## src/verilog/ppu_reg_pkg.sv

```systemverilog
`default_nettype none

package ppu_reg_pkg;

    typedef logic [2:0] cpu_addr_t;   // register select
    typedef logic [7:0] cpu_data_t;

    // OAM addresses 3 and 4 are not decoded
    localparam cpu_addr_t PPUCTRL_ADDR   = 3'd0;
    localparam cpu_addr_t PPUMASK_ADDR   = 3'd1;
    localparam cpu_addr_t PPUSTATUS_ADDR = 3'd2;
    localparam cpu_addr_t PPUSCROLL_ADDR = 3'd5;
    localparam cpu_addr_t PPUADDR_ADDR   = 3'd6;
    localparam cpu_addr_t PPUDATA_ADDR   = 3'd7;

    // PPUCTRL bits
    localparam int CTRL_INC32    = 2;   // data port step of 32
    localparam int CTRL_BG_TABLE = 4;   // pattern table for background
    localparam int CTRL_NMI_EN   = 7;

    // PPUMASK bits
    localparam int MASK_BG_EN = 3;

    typedef struct packed {
        logic       bg_en;
        logic       bg_table;
        logic [2:0] fine_x;
    } ppu_render_cfg_t;

    // address commands from the CPU side
    typedef struct packed {
        logic        load;   // copy t into v
        logic        inc;
        logic        inc32;
        logic [14:0] t;      // yyy NN YYYYY XXXXX
    } ppu_vaddr_cmd_t;

endpackage

`default_nettype wire

```

## src/verilog/ppu_video_pkg.sv

```systemverilog
`default_nettype none

package ppu_video_pkg;

    typedef logic [14:0] vaddr_t;       // fine y, nametable, coarse y, coarse x
    typedef logic [13:0] vram_addr_t;
    typedef logic [4:0]  pal_idx_t;
    typedef logic [7:0]  color_t;

    // frame timing
    localparam int DOTS_PER_LINE   = 341;
    localparam int LINES_PER_FRAME = 262;
    localparam int VISIBLE_DOTS    = 256;
    localparam int VISIBLE_LINES   = 240;
    localparam int VBLANK_LINE     = 241;

    // scroll updates requested by the renderer
    typedef struct packed {
        logic incx;
        logic incy;
        logic resetx;
        logic resety;
    } ppu_scroll_ctl_t;

    typedef struct packed {
        logic        tile;
        logic        attr;
        logic        chr;
        logic [12:0] pattern_addr;
    } ppu_fetch_t;

    typedef enum logic [1:0] {
        FETCH_NT,
        FETCH_AT,
        FETCH_LO,
        FETCH_HI
    } bg_state_e;

endpackage

`default_nettype wire

```

## src/verilog/ppu_cpu_regs.sv

```systemverilog
`timescale 1ns/1ps
`default_nettype none

module ppu_cpu_regs
    import ppu_reg_pkg::*;
    import ppu_video_pkg::*;
(
    input  logic            clk,
    input  logic            rst,
    input  logic            cs_i,
    input  logic            cpu_rw_i,
    input  cpu_addr_t       cpu_addr_i,
    input  cpu_data_t       cpu_data_i,
    input  cpu_data_t       vram_data_i,
    input  color_t          pal_data_i,
    input  logic            vpal_i,
    input  logic            vblank_i,
    output cpu_data_t       cpu_data_o,
    output ppu_render_cfg_t cfg_o,
    output ppu_vaddr_cmd_t  vcmd_o,
    output logic            vram_wr_o,
    output logic            pal_wr_o,
    output cpu_data_t       wdata_o,
    output logic            nmi_o
);

    logic        cs_q;
    logic        rd_stb;
    logic        wr_stb;
    cpu_data_t   ctrl_q;
    cpu_data_t   mask_q;
    cpu_data_t   bus_q;       // latched I/O bus
    cpu_data_t   rd_buf_q;
    cpu_data_t   status;
    logic [14:0] t_q;
    logic [2:0]  fine_x_q;
    logic        w_q;         // first/second write toggle
    logic        load_q;
    logic        inc_q;
    logic        fill_q;      // read buffer captures vram data
    logic        vram_wr_q;
    logic        pal_wr_q;
    logic        vblank_q;
    logic        nmi_flag_q;
    logic        vblank_rise;
    logic        vblank_fall;

    // access starts on the first cycle of cs high
    assign rd_stb = cs_i & ~cs_q & cpu_rw_i;
    assign wr_stb = cs_i & ~cs_q & ~cpu_rw_i;

    assign vblank_rise = vblank_i & ~vblank_q;
    assign vblank_fall = ~vblank_i & vblank_q;

    // bits 6:0 come back as whatever sits on the bus
    assign status = {nmi_flag_q | vblank_rise, bus_q[6:0]};

    always_ff @(posedge clk) begin
        if (rst) begin
            cs_q       <= 1'b0;
            ctrl_q     <= '0;
            mask_q     <= '0;
            bus_q      <= '0;
            rd_buf_q   <= '0;
            t_q        <= '0;
            fine_x_q   <= '0;
            w_q        <= 1'b0;
            load_q     <= 1'b0;
            inc_q      <= 1'b0;
            fill_q     <= 1'b0;
            vram_wr_q  <= 1'b0;
            pal_wr_q   <= 1'b0;
            vblank_q   <= 1'b0;
            nmi_flag_q <= 1'b0;
        end else begin
            cs_q       <= cs_i;
            vblank_q   <= vblank_i;
            nmi_flag_q <= (nmi_flag_q | vblank_rise) & ~vblank_fall;
            load_q     <= 1'b0;
            inc_q      <= 1'b0;
            fill_q     <= 1'b0;
            vram_wr_q  <= 1'b0;
            pal_wr_q   <= 1'b0;

            if (fill_q) rd_buf_q <= vram_data_i;   // address not yet stepped

            if (rd_stb) begin
                case (cpu_addr_i)
                    PPUSTATUS_ADDR: begin
                        bus_q      <= status;
                        nmi_flag_q <= 1'b0;
                        w_q        <= 1'b0;
                    end
                    PPUDATA_ADDR: begin
                        bus_q  <= vpal_i ? pal_data_i : rd_buf_q;
                        fill_q <= 1'b1;
                        inc_q  <= 1'b1;
                    end
                    default: ;
                endcase
            end

            if (wr_stb) begin
                bus_q <= cpu_data_i;
                case (cpu_addr_i)
                    PPUCTRL_ADDR: begin
                        ctrl_q     <= cpu_data_i;
                        t_q[11:10] <= cpu_data_i[1:0];   // nametable select
                    end
                    PPUMASK_ADDR: mask_q <= cpu_data_i;
                    PPUSCROLL_ADDR: begin
                        if (!w_q) begin
                            t_q[4:0] <= cpu_data_i[7:3];
                            fine_x_q <= cpu_data_i[2:0];
                        end else begin
                            t_q[9:5]   <= cpu_data_i[7:3];
                            t_q[14:12] <= cpu_data_i[2:0];
                        end
                        w_q <= ~w_q;
                    end
                    PPUADDR_ADDR: begin
                        if (!w_q) begin
                            t_q[14:8] <= {1'b0, cpu_data_i[5:0]};   // high byte
                        end else begin
                            t_q[7:0] <= cpu_data_i;
                            load_q   <= 1'b1;
                        end
                        w_q <= ~w_q;
                    end
                    PPUDATA_ADDR: begin
                        vram_wr_q <= ~vpal_i;
                        pal_wr_q  <= vpal_i;
                        inc_q     <= 1'b1;
                    end
                    default: ;
                endcase
            end
        end
    end

    assign cpu_data_o = bus_q;
    assign wdata_o    = bus_q;
    assign vram_wr_o  = vram_wr_q;
    assign pal_wr_o   = pal_wr_q;
    assign nmi_o      = nmi_flag_q & ctrl_q[CTRL_NMI_EN];

    assign cfg_o.bg_en    = mask_q[MASK_BG_EN];
    assign cfg_o.bg_table = ctrl_q[CTRL_BG_TABLE];
    assign cfg_o.fine_x   = fine_x_q;

    assign vcmd_o.load  = load_q;
    assign vcmd_o.inc   = inc_q;
    assign vcmd_o.inc32 = ctrl_q[CTRL_INC32];
    assign vcmd_o.t     = t_q;

endmodule

`default_nettype wire

```

## src/verilog/ppu_vram_addr.sv

```systemverilog
`timescale 1ns/1ps
`default_nettype none

module ppu_vram_addr
    import ppu_reg_pkg::*;
    import ppu_video_pkg::*;
(
    input  logic            clk,
    input  logic            rst,
    input  ppu_vaddr_cmd_t  vcmd_i,
    input  ppu_scroll_ctl_t scroll_i,
    input  ppu_fetch_t      fetch_i,
    output vaddr_t          v_o,
    output vram_addr_t      vram_addr_o,
    output logic            vpal_o
);

    vaddr_t     v_q;
    vaddr_t     v_next;
    vram_addr_t attr_addr;

    always_comb begin
        v_next = v_q;
        if (vcmd_i.load) begin
            v_next = vcmd_i.t;
        end else if (vcmd_i.inc) begin
            v_next = v_q + (vcmd_i.inc32 ? 15'd32 : 15'd1);
        end else begin
            if (scroll_i.incx) begin
                if (v_q[4:0] == 5'd31) begin
                    v_next[10] = ~v_q[10];          // into the next nametable
                end
                v_next[4:0] = v_q[4:0] + 5'd1;
            end
            if (scroll_i.incy) begin
                if (v_q[14:12] == 3'd7) begin
                    if (v_q[9:5] == 5'd29) begin
                        v_next[9:5] = 5'd0;
                        v_next[11]  = ~v_q[11];
                    end else begin
                        v_next[9:5] = v_q[9:5] + 5'd1;   // 31 wraps without a flip
                    end
                end
                v_next[14:12] = v_q[14:12] + 3'd1;
            end
            if (scroll_i.resetx) begin
                v_next[10]  = vcmd_i.t[10];
                v_next[4:0] = vcmd_i.t[4:0];
            end
            if (scroll_i.resety) begin
                v_next[14:11] = vcmd_i.t[14:11];
                v_next[9:5]   = vcmd_i.t[9:5];
            end
        end
    end

    always_ff @(posedge clk) begin
        if (rst) begin
            v_q <= '0;
        end else begin
            v_q <= v_next;
        end
    end

    // attribute byte for the 32x32 block holding the current tile
    assign attr_addr = {2'b10, v_q[11:10], 4'b1111, v_q[9:7], v_q[4:2]};

    always_comb begin
        if (fetch_i.attr) begin
            vram_addr_o = attr_addr;
        end else if (fetch_i.chr) begin
            vram_addr_o = {1'b0, fetch_i.pattern_addr};
        end else if (fetch_i.tile) begin
            vram_addr_o = {2'b10, v_q[11:0]};
        end else begin
            vram_addr_o = v_q[13:0];         // CPU data port
        end
    end

    assign vpal_o = (v_q[13:8] == 6'h3F);
    assign v_o    = v_q;

endmodule

`default_nettype wire

```

## src/verilog/ppu_bg_render.sv

```systemverilog
`timescale 1ns/1ps
`default_nettype none

module ppu_bg_render
    import ppu_reg_pkg::*;
    import ppu_video_pkg::*;
#(
    parameter bit external_frame_trigger = 1'b0
) (
    input  logic            clk,
    input  logic            rst,
    input  logic            trigger_frame_i,
    input  ppu_render_cfg_t cfg_i,
    input  vaddr_t          v_i,
    input  cpu_data_t       data_i,
    output ppu_fetch_t      fetch_o,
    output ppu_scroll_ctl_t scroll_o,
    output pal_idx_t        palette_idx_o,
    output logic            px_en_o,
    output logic            vblank_o
);

    localparam logic [8:0] LAST_DOT  = 9'(DOTS_PER_LINE - 1);
    localparam logic [8:0] PRE_LINE  = 9'(LINES_PER_FRAME - 1);
    localparam logic [8:0] VIS_DOTS  = 9'(VISIBLE_DOTS);
    localparam logic [8:0] VIS_LINES = 9'(VISIBLE_LINES);
    localparam logic [8:0] VBL_LINE  = 9'(VBLANK_LINE);

    logic [8:0]  dot_q;
    logic [8:0]  line_q;
    logic        hold;
    logic        render_line;
    logic        fetch_win;
    logic        prefetch;
    bg_state_e   state_q;
    bg_state_e   state_next;
    cpu_data_t   nt_q;
    cpu_data_t   lo_q;
    logic [1:0]  at_q;
    logic [15:0] pat_lo_q;
    logic [15:0] pat_hi_q;
    logic [15:0] at_lo_q;
    logic [15:0] at_hi_q;
    logic [3:0]  bit_sel;
    logic [1:0]  pix;
    logic [1:0]  pal_grp;

    // in trigger mode the frame waits at its origin
    assign hold = external_frame_trigger && dot_q == '0 && line_q == '0 && !trigger_frame_i;

    always_ff @(posedge clk) begin
        if (rst) begin
            dot_q  <= '0;
            line_q <= '0;
        end else if (!hold) begin
            if (dot_q == LAST_DOT) begin
                dot_q  <= '0;
                line_q <= (line_q == PRE_LINE) ? '0 : line_q + 9'd1;
            end else begin
                dot_q <= dot_q + 9'd1;
            end
        end
    end

    assign render_line = (line_q < VIS_LINES) || (line_q == PRE_LINE);
    assign prefetch    = (dot_q >= 9'd321) && (dot_q <= 9'd336);   // first two tiles of next line
    assign fetch_win   = cfg_i.bg_en && render_line &&
                         (((dot_q >= 9'd1) && (dot_q <= VIS_DOTS)) || prefetch);

    // state steps on even dots with two dots per fetch
    always_comb begin
        case (state_q)
            FETCH_NT: state_next = FETCH_AT;
            FETCH_AT: state_next = FETCH_LO;
            FETCH_LO: state_next = FETCH_HI;
            default:  state_next = FETCH_NT;
        endcase
    end

    always_ff @(posedge clk) begin
        if (rst || !fetch_win) begin
            state_q <= FETCH_NT;
        end else if (!dot_q[0]) begin
            state_q <= state_next;
        end
    end

    // shifters run every fetch dot and reload their low byte on the high fetch
    always_ff @(posedge clk) begin
        if (fetch_win) begin
            pat_lo_q <= pat_lo_q << 1;
            pat_hi_q <= pat_hi_q << 1;
            at_lo_q  <= at_lo_q << 1;
            at_hi_q  <= at_hi_q << 1;
            if (!dot_q[0]) begin
                case (state_q)
                    FETCH_NT: nt_q <= data_i;
                    FETCH_AT: at_q <= data_i[{v_i[6], v_i[1], 1'b0} +: 2];   // quadrant
                    FETCH_LO: lo_q <= data_i;
                    default: begin
                        pat_lo_q <= {pat_lo_q[14:7], lo_q};
                        pat_hi_q <= {pat_hi_q[14:7], data_i};
                        at_lo_q  <= {at_lo_q[14:7], {8{at_q[0]}}};
                        at_hi_q  <= {at_hi_q[14:7], {8{at_q[1]}}};
                    end
                endcase
            end
        end
    end

    assign fetch_o.tile         = fetch_win && (state_q == FETCH_NT);
    assign fetch_o.attr         = fetch_win && (state_q == FETCH_AT);
    assign fetch_o.chr          = fetch_win && (state_q == FETCH_LO || state_q == FETCH_HI);
    assign fetch_o.pattern_addr = {cfg_i.bg_table, nt_q, state_q == FETCH_HI, v_i[14:12]};

    assign scroll_o.incx   = fetch_win && (dot_q[2:0] == 3'd0);
    assign scroll_o.incy   = cfg_i.bg_en && render_line && (dot_q == VIS_DOTS);
    assign scroll_o.resetx = cfg_i.bg_en && render_line && (dot_q == VIS_DOTS + 9'd1);
    assign scroll_o.resety = cfg_i.bg_en && (line_q == PRE_LINE) &&
                             (dot_q >= 9'd280) && (dot_q <= 9'd304);

    // fine x picks the tap
    assign bit_sel = 4'd15 - {1'b0, cfg_i.fine_x};
    assign pix     = {pat_hi_q[bit_sel], pat_lo_q[bit_sel]};
    assign pal_grp = {at_hi_q[bit_sel], at_lo_q[bit_sel]};

    assign palette_idx_o = (cfg_i.bg_en && pix != 2'd0) ? {1'b0, pal_grp, pix} : '0;
    assign px_en_o       = (line_q < VIS_LINES) && (dot_q >= 9'd1) && (dot_q <= VIS_DOTS);

    // high from dot 1 of line 241 up to dot 1 of the pre-render line
    assign vblank_o = ((line_q == VBL_LINE) && (dot_q != '0)) ||
                      ((line_q > VBL_LINE) && (line_q < PRE_LINE)) ||
                      ((line_q == PRE_LINE) && (dot_q == '0));

endmodule

`default_nettype wire

```

## src/verilog/ppu_palette.sv

```systemverilog
`timescale 1ns/1ps
`default_nettype none

module ppu_palette
    import ppu_video_pkg::*;
(
    input  logic     clk,
    input  logic     rst,
    input  pal_idx_t addr_i,
    input  logic     wr_i,
    input  color_t   data_i,
    output color_t   data_o
);

    color_t   mem [32];
    pal_idx_t addr;

    // sprite backdrops share the background entries
    assign addr = (addr_i[4] && addr_i[1:0] == 2'b00) ? {1'b0, addr_i[3:0]} : addr_i;

    always_ff @(posedge clk) begin
        if (wr_i) mem[addr] <= data_i;
    end

    always_ff @(posedge clk) begin
        if (rst) begin
            data_o <= '0;
        end else begin
            data_o <= mem[addr];
        end
    end

endmodule

`default_nettype wire

```

## src/verilog/ppu.sv

```systemverilog
`timescale 1ns/1ps
`default_nettype none

module ppu
    import ppu_reg_pkg::*;
    import ppu_video_pkg::*;
#(
    parameter bit external_frame_trigger = 1'b0
) (
    input  logic       clk,
    input  logic       rst,
    input  logic       cs_i,
    input  logic       cpu_rw_i,
    input  cpu_addr_t  cpu_addr_i,
    input  cpu_data_t  cpu_data_i,
    output cpu_data_t  cpu_data_o,
    output logic       nmi_o,
    output vram_addr_t vram_addr_o,
    input  cpu_data_t  vram_data_i,
    output cpu_data_t  vram_data_o,
    output logic       vram_wr_o,
    output color_t     px_color_o,
    output logic       px_valid_o,
    input  logic       trigger_frame_i,
    output logic       vblank_o
);

    ppu_render_cfg_t cfg;
    ppu_vaddr_cmd_t  vcmd;
    ppu_scroll_ctl_t scroll;
    ppu_fetch_t      fetch;
    vaddr_t          v;
    logic            vpal;
    logic            pal_wr;
    pal_idx_t        palette_idx;
    pal_idx_t        pal_addr;
    color_t          pal_data;
    logic            px_en;
    logic            px_en_q;

    ppu_cpu_regs u_cpu_regs (
        .clk         (clk),
        .rst         (rst),
        .cs_i        (cs_i),
        .cpu_rw_i    (cpu_rw_i),
        .cpu_addr_i  (cpu_addr_i),
        .cpu_data_i  (cpu_data_i),
        .vram_data_i (vram_data_i),
        .pal_data_i  (pal_data),
        .vpal_i      (vpal),
        .vblank_i    (vblank_o),
        .cpu_data_o  (cpu_data_o),
        .cfg_o       (cfg),
        .vcmd_o      (vcmd),
        .vram_wr_o   (vram_wr_o),
        .pal_wr_o    (pal_wr),
        .wdata_o     (vram_data_o),
        .nmi_o       (nmi_o)
    );

    ppu_vram_addr u_vram_addr (
        .clk         (clk),
        .rst         (rst),
        .vcmd_i      (vcmd),
        .scroll_i    (scroll),
        .fetch_i     (fetch),
        .v_o         (v),
        .vram_addr_o (vram_addr_o),
        .vpal_o      (vpal)
    );

    ppu_bg_render #(
        .external_frame_trigger (external_frame_trigger)
    ) u_bg_render (
        .clk             (clk),
        .rst             (rst),
        .trigger_frame_i (trigger_frame_i),
        .cfg_i           (cfg),
        .v_i             (v),
        .data_i          (vram_data_i),
        .fetch_o         (fetch),
        .scroll_o        (scroll),
        .palette_idx_o   (palette_idx),
        .px_en_o         (px_en),
        .vblank_o        (vblank_o)
    );

    // CPU owns the palette port while v points into 0x3F00
    assign pal_addr = vpal ? v[4:0] : palette_idx;

    ppu_palette u_palette (
        .clk    (clk),
        .rst    (rst),
        .addr_i (pal_addr),
        .wr_i   (pal_wr),
        .data_i (vram_data_o),
        .data_o (pal_data)
    );

    // match the registered palette read
    always_ff @(posedge clk) begin
        if (rst) begin
            px_en_q <= 1'b0;
        end else begin
            px_en_q <= px_en;
        end
    end

    assign px_valid_o = px_en_q;
    assign px_color_o = pal_data;

endmodule

`default_nettype wire

```

## config.mk

```make
export PLATFORM = sky130hd
export DESIGN_NAME = ppu
export DESIGN_NICKNAME = d
export VERILOG_FILES = /design/src/verilog/ppu_reg_pkg.sv /design/src/verilog/ppu_video_pkg.sv /design/src/verilog/ppu_cpu_regs.sv /design/src/verilog/ppu_vram_addr.sv /design/src/verilog/ppu_bg_render.sv /design/src/verilog/ppu_palette.sv /design/src/verilog/ppu.sv
export SDC_FILE = /design/constraint.sdc
export NUM_CORES = 1
export LEC_CHECK = 0
export ABC_AREA = 1
export BUFFER_PORTS_ARGS = -buffer_cell sky130_fd_sc_hd__buf_4
export CORE_ASPECT_RATIO = 0.7
export CORE_UTILIZATION = 35
export CTS_CLUSTER_DIAMETER = 50
export DETAILED_ROUTE_END_ITERATION = 8
export PLACE_DENSITY_LB_ADDON = 0.25
export SLEW_MARGIN = 20
export SYNTH_ARGS = -nofsm -noshare
export SYNTH_HDL_FRONTEND = slang
export SYNTH_SLANG_ARGS = --single-unit
```

## constraint.sdc

```tcl
create_clock -name clk -period 4.1 [get_ports clk]
set_input_delay 0.615 -clock clk [delete_from_list [all_inputs] [get_ports clk]]
set_output_delay 0.615 -clock clk [all_outputs]
set_load 0.05 [all_outputs]
```

==> impl_metrics.ini <==
[status]
status = complete, but fails checks
violations = DRC

[flow_run]
cap_violations = 0

[cts]
clk_pin_slew_worst_paths_ns = 0.06
cts_tree = built
htreeDepth = 2
ctsResizeCount = 0
numClockSinks = 429
postCtsSetupBuffers = 0
hold_buffers = 0
clockBufferDepth = 3
worst_skew_pair.late_latency_ns = 0.59
root_buffer = clkbuf_16
numCtsBuffers = 50

[layout]
mostFrequentLayoutCell = nand2_1
multiInputGateArea_sq_um = 6270
fin_area_sq_um = 23000
area_growth_pct = 15.2
drive_above_1_share_pct = 10.8
layout_common_cells = nand2_1, inv_1, edfxtp_1, nand3_1, nor2_1
antenna_cells = 0
fillers = 5463
nets = 2335
register_area_sq_um = 12000

[placement]
gp_congestion = 0.873
dp_hpwl_microns = 35500
place_area_sq_um = 21400
port_buffers = 64

[route]
drtIter0Drc = 1287
postRouteAntennaNets = 0
dr.pass1.iters = 8
wl_microns = 52700
drcViolationCount = 4
viasPerCell = 4.80
wl_per_cell_microns = 17.1
route.vias.total = 14800

[die]
pin_count = 66
initial_utilization_pct = 35.8
die_h_microns = 202
rows = 72
core_sq_um = 55900
die_x_microns = 288
dieArea_sq_um = 58200

[power]
p_leak_nw = 9.79
ir_drop_mv = 0.269
power_density_nw_per_um2 = 415

[synth]
synth_cells = 2176
synth.distinct_cells = 58
ys_ff_latch = 429
yosysSeqAreaShare_pct = 59.8
yosysWarnings = 0
syn-cell-area_sq_um = 20000
synth_area_per_cell_sq_um = 9.20

[sta]
final.setup.tns_ns = 0
report.final.slew_viol_count = 0
fin_hold_ws_ns = 0.268
skew_ns = 0.0187
fin_crit_sh_pct = 91.5
tightest_slew_ns = 0.932
setup-violations-final = 0
clock.fmax_mhz = 267
rsz0062_at_grt = false
finalCriticalPeriod_ns = 3.75
slew_headroom_pct = 37.8
hold_violations = 0

[critical_path]
endpoint_kind = primary output
timing_worst_setup_path_type = flip-flop to primary output
required_ns = 3.48
critPathLaunchType = flip-flop
crit-reg2reg-launch = u_vram_addr.v_o[12]
r2r_cells = 12
worstPathMaxFanout = 13
r2r-end = u_palette.mem[13][2]
reg2reg_slack_ns = 0.58
cp.arrival_ns = 3.14

[hold_path]
hp-class = primary input to flip-flop
worst_hold_path.endpoint = u_bg_render.nt_q[0]
hold_start = vram_data_i[0]
worstHoldPathCells = 1

[global_routing]
grt_max_degree = 88
grt_pass1_vias = 13600
grt_pass1_wl_microns = 81200
grt.total_usage_pct = 18.2
grt_overflow = 0
antenna_found_initial = 2
[cell usage after synthesis, drive strengths merged]
cell type / n / area, sq um
o32ai: 1 / 8.76
inv: 367 / 1380
and3: 2 / 12.5
a221oi: 1 / 8.76
conb: 1 / 3.75
nor3b: 3 / 22.5
or2: 4 / 27.5
a22oi: 1 / 7.51
o211ai: 14 / 105
nand4: 8 / 65.1
nor2: 153 / 678
o21a: 1 / 7.51
xor2: 7 / 61.3
nand3: 206 / 1070
nand2: 622 / 2430
o21bai: 1 / 7.51
xnor2: 1 / 8.76
o22ai: 8 / 50.1
clkbuf: 19 / 72.6
ha: 18 / 225
buf: 61 / 437
a311oi: 1 / 8.76
nor3: 16 / 96.4
o221ai: 1 / 8.76
a211oi: 8 / 65.1
nor4: 5 / 31.3
a31oi: 13 / 81.3
o21ai: 109 / 553
a21oi: 88 / 463
edfxtp: 338 / 10100
clkinv: 3 / 11.3
o41ai: 1 / 8.76
o31ai: 3 / 27.5
dfxtp: 91 / 1820
[how the worst max path moves through the flow]
stage | startpoint | endpoint | slack, ns | depth (start not counted)
3_5_place_dp | u_vram_addr.v_o[12] | u_palette.mem[13][1] | 0.60 | 12
5_1_grt | u_bg_render.dot_q[7] | vram_addr_o[11] | 0.18 | 13
4_1_cts | u_bg_render.line_q[1] | vram_addr_o[11] | 0.39 | 14
3_3_place_gp | u_vram_addr.v_o[12] | u_palette.mem[13][4] | 0.71 | 12
6_report | u_bg_render.dot_q[7] | vram_addr_o[11] | 0.35 | 13
2_1_floorplan | u_bg_render.dot_q[0] | vram_addr_o[1] | -0.04 | 12
[power by group]
| part | internal (W) | switching, W |
|---|---|---|
| Clock | 0.00249 | 0.00184 |
| Sequential | 0.00474 | 0.0000489 |
| Combinational | 0.000118 | 0.000322 |
[registers in the layout, summed over array words and instances (netlist names), 2 cells and up]
register	count
u_cpu_regs.cpu_data_o	8
u_cpu_regs.t_q	15
u_bg_render.state_q	2
u_bg_render.pat_lo_q	16
u_bg_render.at_hi_q	16
u_bg_render.pat_hi_q	16
u_bg_render.line_q	9
u_bg_render.nt_q	8
u_bg_render.lo_q	8
u_palette.data_o	8
u_vram_addr.v_o	15
u_palette.mem	256
u_bg_render.at_q	2
u_cpu_regs.rd_buf_q	8
u_cpu_regs.fine_x_q	3
u_bg_render.at_lo_q	16
u_cpu_regs.ctrl_q	3
u_bg_render.dot_q	9
[through the flow]
stage | utilization (%) | cells | total power, W | setup WS [ns]
finish | 41.3 | 3074 | 0.00956 | 0.350
floorplan | - | 2207 | 0.00513 | -0.0356
detailed placement | 38.4 | 2981 | 0.00532 | 0.603
global route | 41.3 | 3074 | 0.00985 | 0.179
global placement | 38.4 | 2981 | 0.00532 | 0.708
CTS | 41.3 | 3074 | 0.00964 | 0.391
[per-layer routing]
layer	track usage [%]	up-vias	wire, microns
met5	0	-	0
met1	29.0	6964	26700
met3	2.83	81	3490
li1	-	7290	-
met4	5.12	0	1160
met2	24.9	434	21300
[area by class of cell]
class	count	area share (%)
timing repair buffer	114	3.82
clock inverter	26	0.863
sequential	429	51.9
multi-input combinational	1328	27.2
clock buffer	67	6.10
tap	740	4.02
inverter	370	6.04
[cell families after synthesis]
kind of cell	Yosys count	share of synthesized area, %
AOI/OAI and AO/OA	251	7.05
xor gates and xnor gates	8	0.350
buffers and inverters	450	9.50
other	1	0.0187
DFF	429	59.8
adders and majority gates	18	1.13
and+or+nand+nor	1019	22.1
[worst max-delay path, stage by stage, from the launching register on]
cell     delay, ns
dfxtp_1       0.36
nor2_1        0.20
nand3_1       0.14
or2_1         0.30
nand2_1       0.10
o31ai_2       0.10
a21oi_4       0.33
o21ai_2       0.22
inv_2         0.23
nand2_1       0.11
inv_2         0.10
nand2_1       0.05
o21ai_1       0.09
buf_4         0.22
No activity file was read; power rests on OpenSTA's default activity.
